==> src/logic/bch_frame_pkg.sv <==
package bch_frame_pkg;

	////////////////////////////////////////////////////////////////////////////
	// framing definitions
	////////////////////////////////////////////////////////////////////////////

	// frame mode, picks a row of the length table
	typedef logic [1:0] rate_sel_t;

	// information bytes per frame
	typedef logic [4:0] info_len_t;

	// lengths per rate_sel value, all at least two parity bytes long
	parameter info_len_t INFO_LEN_TABLE [0:3] = '{
		5'd6,
		5'd11,
		5'd17,
		5'd24
	};

	// frame controller
	typedef enum logic {
		FR_IDLE = 1'b0,
		FR_DATA = 1'b1
	} frame_state_e;

endpackage

==> src/logic/bch_code_pkg.sv <==
package bch_code_pkg;

	////////////////////////////////////////////////////////////////////////////
	// code level definitions
	////////////////////////////////////////////////////////////////////////////

	// one information or parity byte
	typedef logic [7:0] byte_t;

	// degree of the default generator polynomial
	parameter int DEF_PARITY_BITS = 16;

	// x^16 + x^12 + x^5 + 1, leading term left out
	parameter logic [DEF_PARITY_BITS-1:0] DEF_GEN_POLY = 16'h1021;

	// parity shifter
	typedef enum logic {
		SH_IDLE = 1'b0,
		SH_SEND = 1'b1
	} shift_state_e;

endpackage
==> src/logic/bch_encoder_top.sv <==
`timescale 1ns/1ns

module bch_encoder_top #(
	parameter int                     PARITY_BITS = bch_code_pkg::DEF_PARITY_BITS,
	parameter logic [PARITY_BITS-1:0] GEN_POLY    = bch_code_pkg::DEF_GEN_POLY
) (
	input  logic                     sys_clk,
	input  logic                     rst_n,
	input  logic                     fs_en,
	input  logic                     init_vld,
	input  logic                     frame_vld,
	input  bch_frame_pkg::rate_sel_t rate_sel,
	input  bch_code_pkg::byte_t      byte_in,
	output logic                     oe,
	output bch_code_pkg::byte_t      byte_out
);

	logic                   byte_accept;
	logic                   first_byte;
	logic                   frame_done;
	logic [PARITY_BITS-1:0] remainder;

	////////////////////////////////////////////////////////////////////////////
	// framing, division, parity output
	////////////////////////////////////////////////////////////////////////////

	bch_frame_ctrl i_frame_ctrl (
		.sys_clk     (sys_clk),
		.rst_n       (rst_n),
		.fs_en       (fs_en),
		.init_vld    (init_vld),
		.frame_vld   (frame_vld),
		.rate_sel    (rate_sel),
		.byte_accept (byte_accept),
		.first_byte  (first_byte),
		.frame_done  (frame_done)
	);

	bch_byte_divider #(
		.PARITY_BITS (PARITY_BITS),
		.GEN_POLY    (GEN_POLY)
	) i_byte_divider (
		.sys_clk     (sys_clk),
		.rst_n       (rst_n),
		.fs_en       (fs_en),
		.init_vld    (init_vld),
		.byte_accept (byte_accept),
		.byte_in     (byte_in),
		.first_byte  (first_byte),
		.remainder   (remainder)
	);

	// remainder is captured here so the next frame may start at once
	bch_parity_shifter #(
		.PARITY_BITS (PARITY_BITS)
	) i_parity_shifter (
		.sys_clk    (sys_clk),
		.rst_n      (rst_n),
		.fs_en      (fs_en),
		.init_vld   (init_vld),
		.frame_done (frame_done),
		.remainder  (remainder),
		.oe         (oe),
		.byte_out   (byte_out)
	);

endmodule

==> src/logic/bch_parity_shifter.sv <==
`timescale 1ns/1ns

module bch_parity_shifter #(
	parameter int PARITY_BITS = 16
) (
	input  logic                   sys_clk,
	input  logic                   rst_n,
	input  logic                   fs_en,
	input  logic                   init_vld,
	input  logic                   frame_done,
	input  logic [PARITY_BITS-1:0] remainder,
	output logic                   oe,
	output bch_code_pkg::byte_t    byte_out
);

	localparam int NBYTES = PARITY_BITS / 8;
	localparam int CNT_W  = (NBYTES > 1) ? $clog2(NBYTES) : 1;

	bch_code_pkg::shift_state_e state;
	logic [CNT_W-1:0]           byte_cnt;
	logic [PARITY_BITS-1:0]     shift_q;

	// highest degree byte sits at the top
	assign byte_out = shift_q[PARITY_BITS-1 -: 8];
	assign oe       = (state == bch_code_pkg::SH_SEND);

	////////////////////////////////////////////////////////////////////////////
	// load on frame_done, one byte per enabled edge
	////////////////////////////////////////////////////////////////////////////

	always_ff @(posedge sys_clk) begin
		if (!rst_n) begin
			state    <= bch_code_pkg::SH_IDLE;
			byte_cnt <= '0;
			shift_q  <= '0;
		end else if (fs_en) begin
			if (init_vld) begin
				state    <= bch_code_pkg::SH_IDLE;
				byte_cnt <= '0;
				shift_q  <= '0;
			end else if (frame_done) begin
				state    <= bch_code_pkg::SH_SEND;
				byte_cnt <= '0;
				shift_q  <= remainder;
			end else if (state == bch_code_pkg::SH_SEND) begin
				if (byte_cnt == CNT_W'(NBYTES - 1)) begin
					// last byte has been out for one cycle
					state <= bch_code_pkg::SH_IDLE;
				end else begin
					byte_cnt <= byte_cnt + CNT_W'(1);
					shift_q  <= {shift_q[PARITY_BITS-9:0], 8'h00};
				end
			end
		end
	end

endmodule

==> src/logic/bch_byte_divider.sv <==
`timescale 1ns/1ns

module bch_byte_divider #(
	parameter int                   PARITY_BITS = 16,
	parameter logic [PARITY_BITS-1:0] GEN_POLY  = '0
) (
	input  logic                     sys_clk,
	input  logic                     rst_n,
	input  logic                     fs_en,
	input  logic                     init_vld,
	input  logic                     byte_accept,
	input  bch_code_pkg::byte_t      byte_in,
	input  logic                     first_byte,
	output logic [PARITY_BITS-1:0]   remainder
);

	logic [PARITY_BITS-1:0] rem_next;

	////////////////////////////////////////////////////////////////////////////
	// eight division steps, bit 7 first
	////////////////////////////////////////////////////////////////////////////

	always_comb begin : div_steps
		logic [PARITY_BITS-1:0] r;
		logic                   fb;

		// a new frame starts from an empty register
		r = first_byte ? '0 : remainder;
		for (int i = 7; i >= 0; i--) begin
			fb = r[PARITY_BITS-1] ^ byte_in[i];
			r  = {r[PARITY_BITS-2:0], 1'b0};
			if (fb) begin
				r = r ^ GEN_POLY;
			end
		end
		rem_next = r;
	end

	always_ff @(posedge sys_clk) begin
		if (!rst_n) begin
			remainder <= '0;
		end else if (fs_en) begin
			if (init_vld) begin
				remainder <= '0;
			end else if (byte_accept) begin
				remainder <= rem_next;
			end
		end
	end

endmodule

==> src/logic/bch_frame_ctrl.sv <==
`timescale 1ns/1ns

module bch_frame_ctrl (
	input  logic                    sys_clk,
	input  logic                    rst_n,
	input  logic                    fs_en,
	input  logic                    init_vld,
	input  logic                    frame_vld,
	input  bch_frame_pkg::rate_sel_t rate_sel,
	output logic                    byte_accept,
	output logic                    first_byte,
	output logic                    frame_done
);

	bch_frame_pkg::frame_state_e state;
	bch_frame_pkg::info_len_t    byte_cnt;
	bch_frame_pkg::info_len_t    frame_len;
	bch_frame_pkg::info_len_t    cur_len;
	logic                        last_byte;

	////////////////////////////////////////////////////////////////////////////
	// byte strobes
	////////////////////////////////////////////////////////////////////////////

	assign byte_accept = fs_en & frame_vld;
	assign first_byte  = byte_accept && (byte_cnt == '0);

	// table value on the first byte, latched length after that
	assign cur_len = (state == bch_frame_pkg::FR_IDLE) ?
		bch_frame_pkg::INFO_LEN_TABLE[rate_sel] : frame_len;

	assign last_byte = byte_accept &&
		(byte_cnt == cur_len - bch_frame_pkg::info_len_t'(1));

	////////////////////////////////////////////////////////////////////////////
	// count and state
	////////////////////////////////////////////////////////////////////////////

	always_ff @(posedge sys_clk) begin
		if (!rst_n) begin
			state      <= bch_frame_pkg::FR_IDLE;
			byte_cnt   <= '0;
			frame_len  <= '0;
			frame_done <= 1'b0;
		end else if (fs_en) begin
			if (init_vld) begin
				state      <= bch_frame_pkg::FR_IDLE;
				byte_cnt   <= '0;
				frame_done <= 1'b0;
			end else begin
				frame_done <= last_byte;
				if (first_byte) begin
					frame_len <= cur_len;
				end
				if (byte_accept) begin
					if (last_byte) begin
						// wrap, next byte opens a new frame
						byte_cnt <= '0;
						state    <= bch_frame_pkg::FR_IDLE;
					end else begin
						byte_cnt <= byte_cnt + bch_frame_pkg::info_len_t'(1);
						state    <= bch_frame_pkg::FR_DATA;
					end
				end
			end
		end
	end

endmodule

==> config.mk <==
export PLATFORM = sky130hd
export DESIGN_NAME = bch_encoder_top
export DESIGN_NICKNAME = d
export VERILOG_FILES = /design/src/logic/bch_frame_pkg.sv /design/src/logic/bch_code_pkg.sv /design/src/logic/bch_encoder_top.sv /design/src/logic/bch_parity_shifter.sv /design/src/logic/bch_byte_divider.sv /design/src/logic/bch_frame_ctrl.sv
export SDC_FILE = /design/constraint.sdc
export NUM_CORES = 1
export LEC_CHECK = 0
export ABC_AREA = 1
export BUFFER_PORTS_ARGS = -buffer_cell sky130_fd_sc_hd__buf_2
export CAP_MARGIN = 10
export CORE_MARGIN = 4
export CORE_UTILIZATION = 23
export CTS_BUF_LIST = sky130_fd_sc_hd__clkbuf_4 sky130_fd_sc_hd__clkbuf_8 sky130_fd_sc_hd__clkbuf_16
export DETAILED_ROUTE_END_ITERATION = 12
export SYNTH_ARGS = -nofsm -noshare
export SYNTH_HDL_FRONTEND = slang
export SYNTH_HIERARCHICAL = 1
export SYNTH_SLANG_ARGS = --single-unit
==> constraint.sdc <==
create_clock -name sys_clk -period 1.75 [get_ports sys_clk]
set_clock_uncertainty 0.05 [all_clocks]
set_input_delay 0.175 -clock sys_clk [delete_from_list [all_inputs] [get_ports sys_clk]]
set_output_delay 0.175 -clock sys_clk [all_outputs]
set_load 0.1 [all_outputs]
==> results of run 1 <==
-- synthesized netlist by cell type (2+ instances only) --
library cell  instances
clkbuf_1              5
ha_1                  3
buf_8                 2
a21oi_1              26
nor2_2               15
xor2_1                3
nand4_1               2
nand3_2               5
o21ai_0               7
nand2_1             152
nand2_2              20
o21ai_2               2
nand3_1              35
buf_6                 4
buf_4                10
inv_1                36
nand3b_1             18
a21oi_2               2
inv_2                 9
inv_6                 2
nor2_4                2
dfxtp_1              46
nor2_1               31
nand2_4               4
buf_2                 2
-- logic make-up (layout without fill, tap and decap cells) --
logic type / count (synthesis) / count (layout) / synth area share (%)
adders and majority gates: 3 / 3 / 1.26
xor gates and xnor gates: 4 / 4 / 1.17
and+or+nand+nor: 287 / 287 / 46.6
AOI/OAI and AO/OA: 41 / 41 / 7.88
DFF: 46 / 46 / 30.9
buffers and inverters: 70 / 110 / 12.2
-- stage by stage --
stage	TNS, ns	std cells	setup slack, ns
2_1_floorplan	0	451	0.0450
3_3_place_gp	0	652	0.00285
3_5_place_dp	-0.0799	652	-0.0470
4_1_cts	0	660	0.00204
5_1_grt	-0.866	663	-0.131
6_report	0	663	0.0358
-- registers in the layout, indices dropped and copies added, names as in the netlist --
signal / count
i_frame_ctrl/byte_cnt: 5
i_byte_divider/remainder: 16
i_parity_shifter/byte_cnt: 1
i_frame_ctrl/state: 1
i_frame_ctrl/frame_done: 1
i_parity_shifter/shift_q: 16
i_frame_ctrl/frame_len: 5
i_parity_shifter/oe: 1
-- power by group --
| group | total (uW) | switching [uW] | internal, uW |
|---|---|---|---|
| Clock | 965 | 428 | 537 |
| Combinational | 598 | 386 | 211 |
| Sequential | 1130 | 34.0 | 1090 |
| Total | 2690 | 848 | 1840 |
-- worst paths after layout --
check,cells after the start,end,slack [ns],startpoint
setup / recovery,14,i_byte_divider/remainder[14],0.04,i_frame_ctrl/byte_cnt[0]
hold / removal,3,i_frame_ctrl/frame_len[3],0.15,rst_n
setup reg to reg,14,i_byte_divider/remainder[14],0.04,i_frame_ctrl/byte_cnt[0]
hold reg to reg,2,i_frame_ctrl/frame_len[3],0.40,i_frame_ctrl/frame_len[3]
-- repair_timing --
item | 4_1_cts | 5_1_grt
cloned | 0 | 1
resized for setup | 2 | 31
buffers inserted | 0 | 2
endpoints found under the setup margin | 3 | 16
pin swaps | 0 | 19
-- area by class of cell --
type,count,area (sq um),share of cell area [%]
Multi-Input combinational cell,335,1790,48.5
Sequential cell,46,925,25.1
Timing Repair Buffer,55,414,11.3
Tap cell,172,215,5.85
Inverter,47,189,5.14
Clock buffer,5,125,3.40
Clock inverter,3,25.0,0.680
-- routing by layer --
metal / GRT usage [%] / up-vias / wire (um)
met4: 3.29 / 0 / 95
met5: 0 / - / 0
met1: 12.8 / 1254 / 3390
met3: 2.27 / 6 / 230
met2: 16.1 / 33 / 3380
li1: - / 1481 / -
-- worst max-delay path: cells and delay by family, from the launching register on --
| family | cells | cell delay (ns) |
|---|---|---|
| compound gates | 1 | 0.14 |
| fa+ha+maj | 1 | 0.14 |
| flops | 1 | 0.33 |
| simple gates | 7 | 0.61 |
| buf+inv | 5 | 0.38 |
==> summary.md, run 1 <==
| Metric | Value |
|---|---|
| Status | finished clean |
| CP endpoint kind | register |
| Final RePlAce weighted congestion | 0.831 |
| Commonest non-fill, non-tap cell in the layout | nand2_1 |
| Area growth syn-to-layout | 23.3% |
| Ys Warns | 6 |
| Ys async rst share | 0% |
| Post-synthesis sequential area ratio | 30.9% |
| Syn Area/Cell | 6.62 sq um |
| Pwr dens | 731 nW/um^2 |
| Initial Util | 23.6% |
| Worst Path Class, Setup | reg2reg |
| Initial antenna violation count | 0 |
| Util after Layout | 29.0% |
| N_diodes | 0 |
| Top FF cell, synth | dfxtp_1 |
| Worst min path class | in2reg |
| Final wirelength | 7.10 mm |
| Clock Sinks | 46 |
| Pleak | 0.00165 uW |
| H-tree depth | 2 |
| Crit start category | register |
| Placeable Area | 12700 sq um |
| Clock slew at reported path FFs | 0.07 ns |
| Hold violation count in the final report | 0 |
| Die height | 122 um |
| Fin crit period | 1.71 ns |
| Cell row count | 41 |
| Critical path required time | 1.92 ns |
| Post-route cell area | 3680 sq um |
| 1st-pass router iterations | 4 |
| Final period utilization | 98.0% |
| Initial DRC count | 184 |
| Vias/cell | 4.18 |
| Synth unique cells | 33 |
| Die W | 122 um |
| Filler cells | 1395 |
| Post-synthesis register bit count | 46 |
| CP max-delay cell | dfxtp_2 |
| Crit-path cells | inv_2, ha_4, nand4_1, inv_2, inv_4, buf_12, nand3b_1, nand2_4, inv_2, nand2_2, nand2_2, nand2_1, nand3_1, a21oi_1 |
| Setup violators final | 0 |
| Mapped cell area | 2980 sq um |
| CP Data Arrival Time | 1.88 ns |
| Port bufs | 23 |
| Placed standard-cell area | 3390 sq um |
| Final nets | 508 |
| Cell repeated most along the worst path | inv_2 |
| Crit path largest cell delay | 0.33 ns |
| First-pass GRT wire length | 12.0 mm |
| Drt drc | 0 |
| CTS tree | done |
| Total Power | 2690 uW |
| Clock latency on the worst-skew pair | 0.29 ns |
| Post-synth EDFFs | 0 |
| IO Pins | 24 |
| Num CTS Buffers | 5 |
| Gr ovfl total | 0 |
| Die Area | 14900 sq um |
| Yosys top cell by area | dfxtp_1 |
| Max-cap violations | 0 |
| Peak VDD IR | 0.347 mV |
| Largest net degree at the start of global routing | 19 |
| WL per Instance | 10.7 um |
| GRT Util Overall | 9.86% |
| Antenna Nets Post-Route | 0 |
| Synth top area cells | dfxtp_1 (31%), nand2_1 (19%), nand3_1 (5.9%) |
| Least-Margin Pin Slew | 0.586 ns |
| Number of global-route vias before repair | 2595 |
| Post-DP HPWL | 5.27 mm |
| Vias post-DR | 2774 |
| Top cell type's share of synthesized area | 30.9% |
| Worst hold slack | 0.148 ns |
| Hold-fix buffers, CTS | 0 |
| Commonest non-fill, non-tap cells in the layout | nand2_1 (139), dfxtp_1 (43), inv_1 (31), nand3_1 (31), nor2_1 (31) |
| Root Driver | clkbuf_16 |
| Headroom to the max-slew limit | 60.9% |
| Setup repair after global routing missed its margin | true |
| Final Max Slew Viols | 0 |
| Fmax | 583 MHz |
| Max Fanout on Critical Path | 8 |
| Instance count of the mapped netlist | 451 |
| Syn nets | 469 |
| CTS Buffer Depth | 2 |
| Layout cells sized above 1 | 31.6% |
Note: power is estimated with default switching activity, not from simulation.
==> inputs of run 2 (changes only) <==
==> constraint.sdc (replaced) <==
create_clock -name sys_clk -period 1.75 [get_ports sys_clk]
set_clock_uncertainty 0.05 [all_clocks]
set_input_delay 0.2625 -clock sys_clk [delete_from_list [all_inputs] [get_ports sys_clk]]
set_output_delay 0.2625 -clock sys_clk [all_outputs]
set_load 0.1 [all_outputs]
==> run 2 against run 1 <==
Net effect: register-to-register slack lost 0.03 ns; largest cell class unchanged; worst hold slack gained 0.24 ns; clock power grew 15%; critical endpoint unchanged; sequential power is essentially flat; core utilization grew 1.0 points; largest power group unchanged.
==> summary.md, run 2 (synthesis results as in run 1) <==
| Metric | Value |
|---|---|
| Worst min path class | in2reg |
| Num CTS Buffers | 5 (unchanged) |
| CP endpoint kind | register |
| Fin worst setup slack | 0.000962 ns (-0.0348 ns) |
| Pleak | 0.00172 uW (+4.5%) |
| CTS Buffer Depth | 2 (unchanged) |
| Largest net degree at the start of global routing | 26 (+7) |
| Vias/cell | 4.16 (-0.67%) |
| Initial DRC count | 130 (-29%) |
| NetSw | 861 uW (+1.5%) |
| Worst slack at placement | -0.0613 ns (-0.0143 ns) |
| Final Max Slew Viols | 0 (unchanged) |
| Initial antenna violation count | 0 (unchanged) |
| Cell repeated most along the worst path | nand2_4 |
| Max-cap violations | 0 (unchanged) |
| H-tree depth | 2 (unchanged) |
| Comb pwr share | 21.8% (-0.4 points) |
| CP Data Arrival Time | 1.91 ns (+0.03 ns) |
| WL per Instance | 10.6 um (-1.2%) |
| Commonest non-fill, non-tap cells in the layout | nand2_1 (138), dfxtp_1 (43), buf_4 (36) |
| IO Pins | 24 (unchanged) |
| Vias post-DR | 2797 (+0.83%) |
| Area growth syn-to-layout | 27.7% |
| Worst Path Buf+Inv | 5 (unchanged) |
| 1st-pass router iterations | 5 (+1) |
| Initial Util | 23.6% (unchanged) |
| Crit start category | register |
| Post-DP HPWL | 5.28 mm (+0.24%) |
| Headroom to the max-slew limit | 58.1% (-2.8 points) |
| R2R setup slack | 0.001 ns (-0.03 ns) |
| Delay-heaviest family, CP | simple AND/OR/NAND/NOR gates |
| Root Driver | clkbuf_16 |
| Final wirelength | 7.13 mm (+0.31%) |
| Final nets | 517 (+1.8%) |
| Peak VDD IR | 0.427 mV (+23%) |
| Worst Path Class, Setup | reg2reg |
| Switch share | 30.0% (-1.5 points) |
| Filler cells | 1355 (-2.9%) |
| Clock network fraction of design power | 38.8% (+2.9 points) |
| CP max-delay cell | dfxtp_2 |
| Drt drc | 0 (unchanged) |
| Placed standard-cell area | 3440 sq um (+1.5%) |
| Clock latency on the worst-skew pair | 0.29 ns (about the same) |
| Reg area | 925 sq um (unchanged) |
| Least-Margin Pin Slew | 0.628 ns (+0.0425 ns) |
| Clock slew at reported path FFs | 0.07 ns (about the same) |
| Hold-fix buffers, CTS | 0 (unchanged) |
| Fin crit period | 1.75 ns (+0.0348 ns) |
| Critical path required time | 1.92 ns (about the same) |
| CTS tree | done |
| Pwr dens | 753 nW/um^2 (+2.9%) |
| Sequential Power Share | 39.4% (-2.5 points) |
| Clock Sinks | 46 (unchanged) |
| Number of global-route vias before repair | 2576 (-0.73%) |
| Hold violation count in the final report | 0 (unchanged) |
| Die height | 122 um (unchanged) |
| Setup repair after global routing missed its margin | true |
| Gr ovfl total | 0 (unchanged) |
| Setup violators final | 0 (unchanged) |
| Fmax | 572 MHz (-2.0%) |
| GRT Util Overall | 10.0% (+0.18 points) |
| Die W | 122 um (unchanged) |
| Crit path largest cell delay | 0.33 ns (about the same) |
| Layout cells sized above 1 | 33.0% (+1.4 points) |
| Placeable Area | 12700 sq um (unchanged) |
| Multi-input logic area | 1810 sq um (+1.5%) |
| Crit-path cells | inv_2, ha_4, nand4_1, inv_2, clkinv_4, buf_12, nand2_4, nand2_4, nand2_4, inv_4, nand2_4, nand2_4, nand2_2, nand3_1, a21oi_1 |
| Die Area | 14900 sq um (unchanged) |
| Commonest non-fill, non-tap cell in the layout | nand2_1 |
| Regs by FF count | i_byte_divider/remainder: 16 flops, i_parity_shifter/shift_q: 16 flops |
| First-pass GRT wire length | 12.0 mm (+0.35%) |
| Pint | 2010 uW (+8.9%) |
| Max Fanout on Critical Path | 6 (-2) |
| Cell row count | 41 (unchanged) |
| Final RePlAce weighted congestion | 0.829 (-0.18%) |
| Port bufs | 23 (unchanged) |
| Final period utilization | 99.9% (+2.0 points) |
| Antenna Nets Post-Route | 0 (unchanged) |
| Post-route cell area | 3810 sq um (+3.6%) |
| Status | finished clean |
-- run 2: layer usage --
| layer | routed length [um] | track usage [%] |
|---|---|---|
| met1 | 3400 | 13.0 |
| met2 | 3350 | 16.6 |
| met3 | 286 | 2.60 |
| met4 | 90 | 2.66 |
| met5 | 0 | 0 |
-- run 2: tightest hold or removal path: cells and delay by family --
family	cells	cell delay (ns)
AND/OR/NAND/NOR	1	0.05
buffers and inverters	2	0.24
AO/OA/AOI/OAI	2	0.12
-- run 2: power groups by stage --
stage / Sequential (uW) / Clock, uW / Combinational [uW]
floorplan: 1140 / 0 / 442
global placement: 1150 / 0 / 573
detailed placement: 1150 / 0 / 575
CTS: 1130 / 1140 / 592
global route: 1140 / 1180 / 694
finish: 1130 / 1110 / 625
-- run 2: cell type report --
cell class,count,share of cell area (%)
clock inverter,3,1.28
timing repair buffer,64,12.7
tap,172,5.65
clock buffer,5,3.28
sequential,46,24.3
multi-input combinational,335,47.6
antenna,1,0.0657
inverter,47,5.16
-- run 2: path summary, 6_finish.rpt --
path,cells past startpoint,endpoint,startpoint
worst max-delay path,15,i_byte_divider/remainder[14],i_frame_ctrl/byte_cnt[0]
worst min-delay path,5,i_frame_ctrl/byte_cnt[1],frame_vld
worst max register to register,15,i_byte_divider/remainder[14],i_frame_ctrl/byte_cnt[0]
worst min register to register,2,i_frame_ctrl/frame_len[3],i_frame_ctrl/frame_len[3]
-- run 2: what timing repair did --
item | in CTS | in global routing
endpoints found under the setup margin | 9 | 15
setup buffers | 0 | 4
gates resized for setup | 10 | 34
hold endpoints to repair | 0 | 0
cloned | 1 | 0
pin swaps | 2 | 13
-- run 2: metrics by stage --
| stage | utilization (%) | power (uW) | cells | hold slack, ns | setup TNS, ns |
|---|---|---|---|---|---|
| 3_5_place_dp | 27.2 | 1730 | 659 | 0.395 | -0.198 |
| 6_report | 30.1 | 2870 | 673 | 0.383 | 0 |
| 5_1_grt | 30.0 | 3010 | 672 | 0.404 | -1.21 |
| 4_1_cts | 28.9 | 2860 | 668 | 0.379 | 0 |
| 3_3_place_gp | 27.2 | 1720 | 659 | 0.394 | 0 |
| 2_1_floorplan | - | 1580 | 451 | 0.335 | 0 |
==> inputs of run 3 (changes only) <==
CORE_MARGIN = unset   (was 4)
SETUP_SLACK_MARGIN = 0.15   (was unset)
clock period = 2 ns   (was 1.75 ns; I/O delays follow)
==> run 3 against run 2 <==
Net effect: clock power fell by 23%; global-route usage rose by 0.72 points; final cell count fell by 3.3%; non-clock buffer count fell by 23.
==> summary.md, run 3 (synthesis results as in run 1) <==
| Metric | Value |
|---|---|
| Worst Reg2Reg Path Length in Cells | 14 (-1) |
| H-tree depth | 2 (unchanged) |
| Commonest non-fill, non-tap cell in the layout | nand2_1 |
| Number of global-route vias before repair | 2436 (-5.4%) |
| Initial Util | 23.6% (+0.096 points) |
| Hold-fix buffers, CTS | 0 (unchanged) |
| Port bufs | 23 (unchanged) |
| Final nets | 496 (-4.1%) |
| Num CTS Buffers | 5 (unchanged) |
| Clock latency on the worst-skew pair | 0.29 ns (about the same) |
| Final period utilization | 88.1% (-12 points) |
| Critical path required time | 2.17 ns (+0.25 ns) |
| CP max-delay cell | dfxtp_2 |
| Multi-input logic area | 1740 sq um (-3.9%) |
| Crit-path cells | inv_2, ha_2, nand4_1, inv_2, clkinv_4, nand2_1, nand2_1, nand2_2, inv_2, nand2_2, nand2_2, nand2_2, nand3_2, a21oi_2 |
| Least-Margin Pin Slew | 0.598 ns (-0.0302 ns) |
| Placeable Area | 12600 sq um (-0.40%) |
| Crit start category | register |
| Vias/cell | 4.11 (-1.1%) |
| GRT Util Overall | 10.8% (+0.72 points) |
| Initial antenna violation count | 0 (unchanged) |
| Antenna Nets Post-Route | 0 (unchanged) |
| Pwr dens | 663 nW/um^2 (-12%) |
| Final wirelength | 6.84 mm (-4.0%) |
| Die height | 116 um (-4.9%) |
| Vias post-DR | 2676 (-4.3%) |
| Die W | 116 um (-4.9%) |
| Total Power | 2340 uW (-19%) |
| Regs by FF count | i_byte_divider/remainder: 16 flops, i_parity_shifter/shift_q: 16 flops |
| Hold violation count in the final report | 0 (unchanged) |
| Largest net degree at the start of global routing | 26 (unchanged) |
| Fin worst setup slack | 0.238 ns (+0.237 ns) |
| M1 GR Usage | 14.3% (+1.3 points) |
| IO Pins | 24 (unchanged) |
| Worst slack at placement | 0.0515 ns (+0.113 ns) |
| M3 GR Usage | 1.57% (-1.0 points) |
| Setup violators final | 0 (unchanged) |
| Post-DP HPWL | 4.92 mm (-6.8%) |
| Cell repeated most along the worst path | nand2_2 |
| Root Driver | clkbuf_16 |
| GR peak layer | met2 |
| Fmax | 568 MHz (-0.71%) |
| CP endpoint kind | register |
| Commonest non-fill, non-tap cells in the layout | nand2_1 (144), dfxtp_1 (43), nand3_1 (32), inv_1 (31), nor2_1 (31) |
| Final Max Slew Viols | 0 (unchanged) |
| Reg2Reg Capture Point | i_byte_divider/remainder[14] |
| Drt drc | 0 (unchanged) |
| Max-cap violations | 0 (unchanged) |
| Grt met2 use | 17.8% (+1.1 points) |
| WL per Instance | 10.5 um (-0.74%) |
| Worst min path class | in2reg |
| Fin crit period | 1.76 ns (+0.0126 ns) |
| HP Start | rate_sel[1] |
| Max Fanout on Critical Path | 5 (-1) |
| Clock slew at reported path FFs | 0.07 ns (about the same) |
| Die Area | 13400 sq um (-9.6%) |
| Headroom to the max-slew limit | 60.1% (+2.0 points) |
| Hold path endpoint | i_frame_ctrl/frame_len[4] |
| Peak VDD IR | 0.362 mV (-15%) |
| Reg area | 925 sq um (unchanged) |
| R2R setup slack | 0.24 ns (+0.24 ns) |
| Cell row count | 41 (unchanged) |
| Final RePlAce weighted congestion | 0.806 (-2.8%) |
| Status | finished clean |
| Worst hold slack | 0.320 ns (-0.0630 ns) |
| CTS tree | done |
| Setup TNS | 0 ns (unchanged) |
| Clock Sinks | 46 (unchanged) |
| CP Data Arrival Time | 1.93 ns (+0.02 ns) |
| CTS Buffer Depth | 2 (unchanged) |
| Pleak | 0.00157 uW (-8.7%) |
| N_diodes | 0 (-1) |
| Gr ovfl total | 0 (unchanged) |
| Worst Path Class, Setup | reg2reg |
| Initial DRC count | 118 (-9.2%) |
| Setup repair after global routing missed its margin | true |
| Filler cells | 1415 (+4.4%) |
| First-pass GRT wire length | 11.4 mm (-4.7%) |
| R2r startpoint | i_frame_ctrl/byte_cnt[1] |
| Area growth syn-to-layout | 18.0% |
| 1st-pass router iterations | 4 (-1) |
| Crit path largest cell delay | 0.32 ns (about the same) |
| Layout cells sized above 1 | 28.6% (-4.4 points) |
| Hold path cells | 3 (-2) |
[run 3: changes by cell type in the layout (fill, tap and decap cells not counted), sizes merged]
cell,previous run,this run
buf,64,41
clkinv,1,2
diode,1,0
bufinv,1,0
inv,47,49
[run 3: critical path, delay by kind of cell, from the launching register on]
| kind | cells | cell delay (ns) |
|---|---|---|
| DFF | 1 | 0.32 |
| AOI/OAI and AO/OA | 1 | 0.13 |
| buffers and inverters | 4 | 0.39 |
| adders and majority gates | 1 | 0.15 |
| and+or+nand+nor | 8 | 0.65 |
[run 3: repair_timing]
action	4_1_cts	5_1_grt
gates resized for setup	2	29
cloned	0	2
endpoints found under the setup margin	9	15
buffers inserted	0	3
pin swaps	0	10
[run 3: metrics by stage]
stage	util [%]	cell area, sq um	cells
final	27.9	3520	651
after detailed placement	25.7	3250	638
after global placement	25.7	3250	638
after floorplan	-	2980	451
after global routing	27.9	3520	651
after CTS	27.0	3400	646
[run 3: power by group]
part	switching, uW	total (uW)	internal (uW)	leakage (uW)
clock network	389	860	471	0.0000704
logic	328	487	159	0.00112
registers	31.8	989	958	0.000377
[run 3: worst max path at each step]
stage                                  start                           end  slack, ns
floorplan                i_parity_shifter/oe   i_parity_shifter/shift_q[1]       0.19
global placement    i_frame_ctrl/byte_cnt[0]  i_byte_divider/remainder[15]       0.11
detailed placement  i_frame_ctrl/byte_cnt[0]  i_byte_divider/remainder[15]       0.05
CTS                 i_frame_ctrl/byte_cnt[0]  i_byte_divider/remainder[15]       0.17
global route        i_frame_ctrl/byte_cnt[1]   i_byte_divider/remainder[8]       0.11
finish              i_frame_ctrl/byte_cnt[1]  i_byte_divider/remainder[14]       0.24
[run 3: metal layers]
layer / vias up / share of wire, %
met2: 34 / 45
met1: 1175 / 51
met4: 0 / 1.0
met3: 4 / 2.5
met5: - / 0
li1: 1463 / -
[run 3: final cells by class]
cell class	instances	area share (%)
Inverter	47	5.44
Sequential cell	46	26.3
Clock buffer	5	3.55
Clock inverter	3	0.710
Timing Repair Buffer	41	7.82
Timing Repair inverter	2	0.639
Multi-Input combinational cell	335	49.5
Tap cell	172	6.11
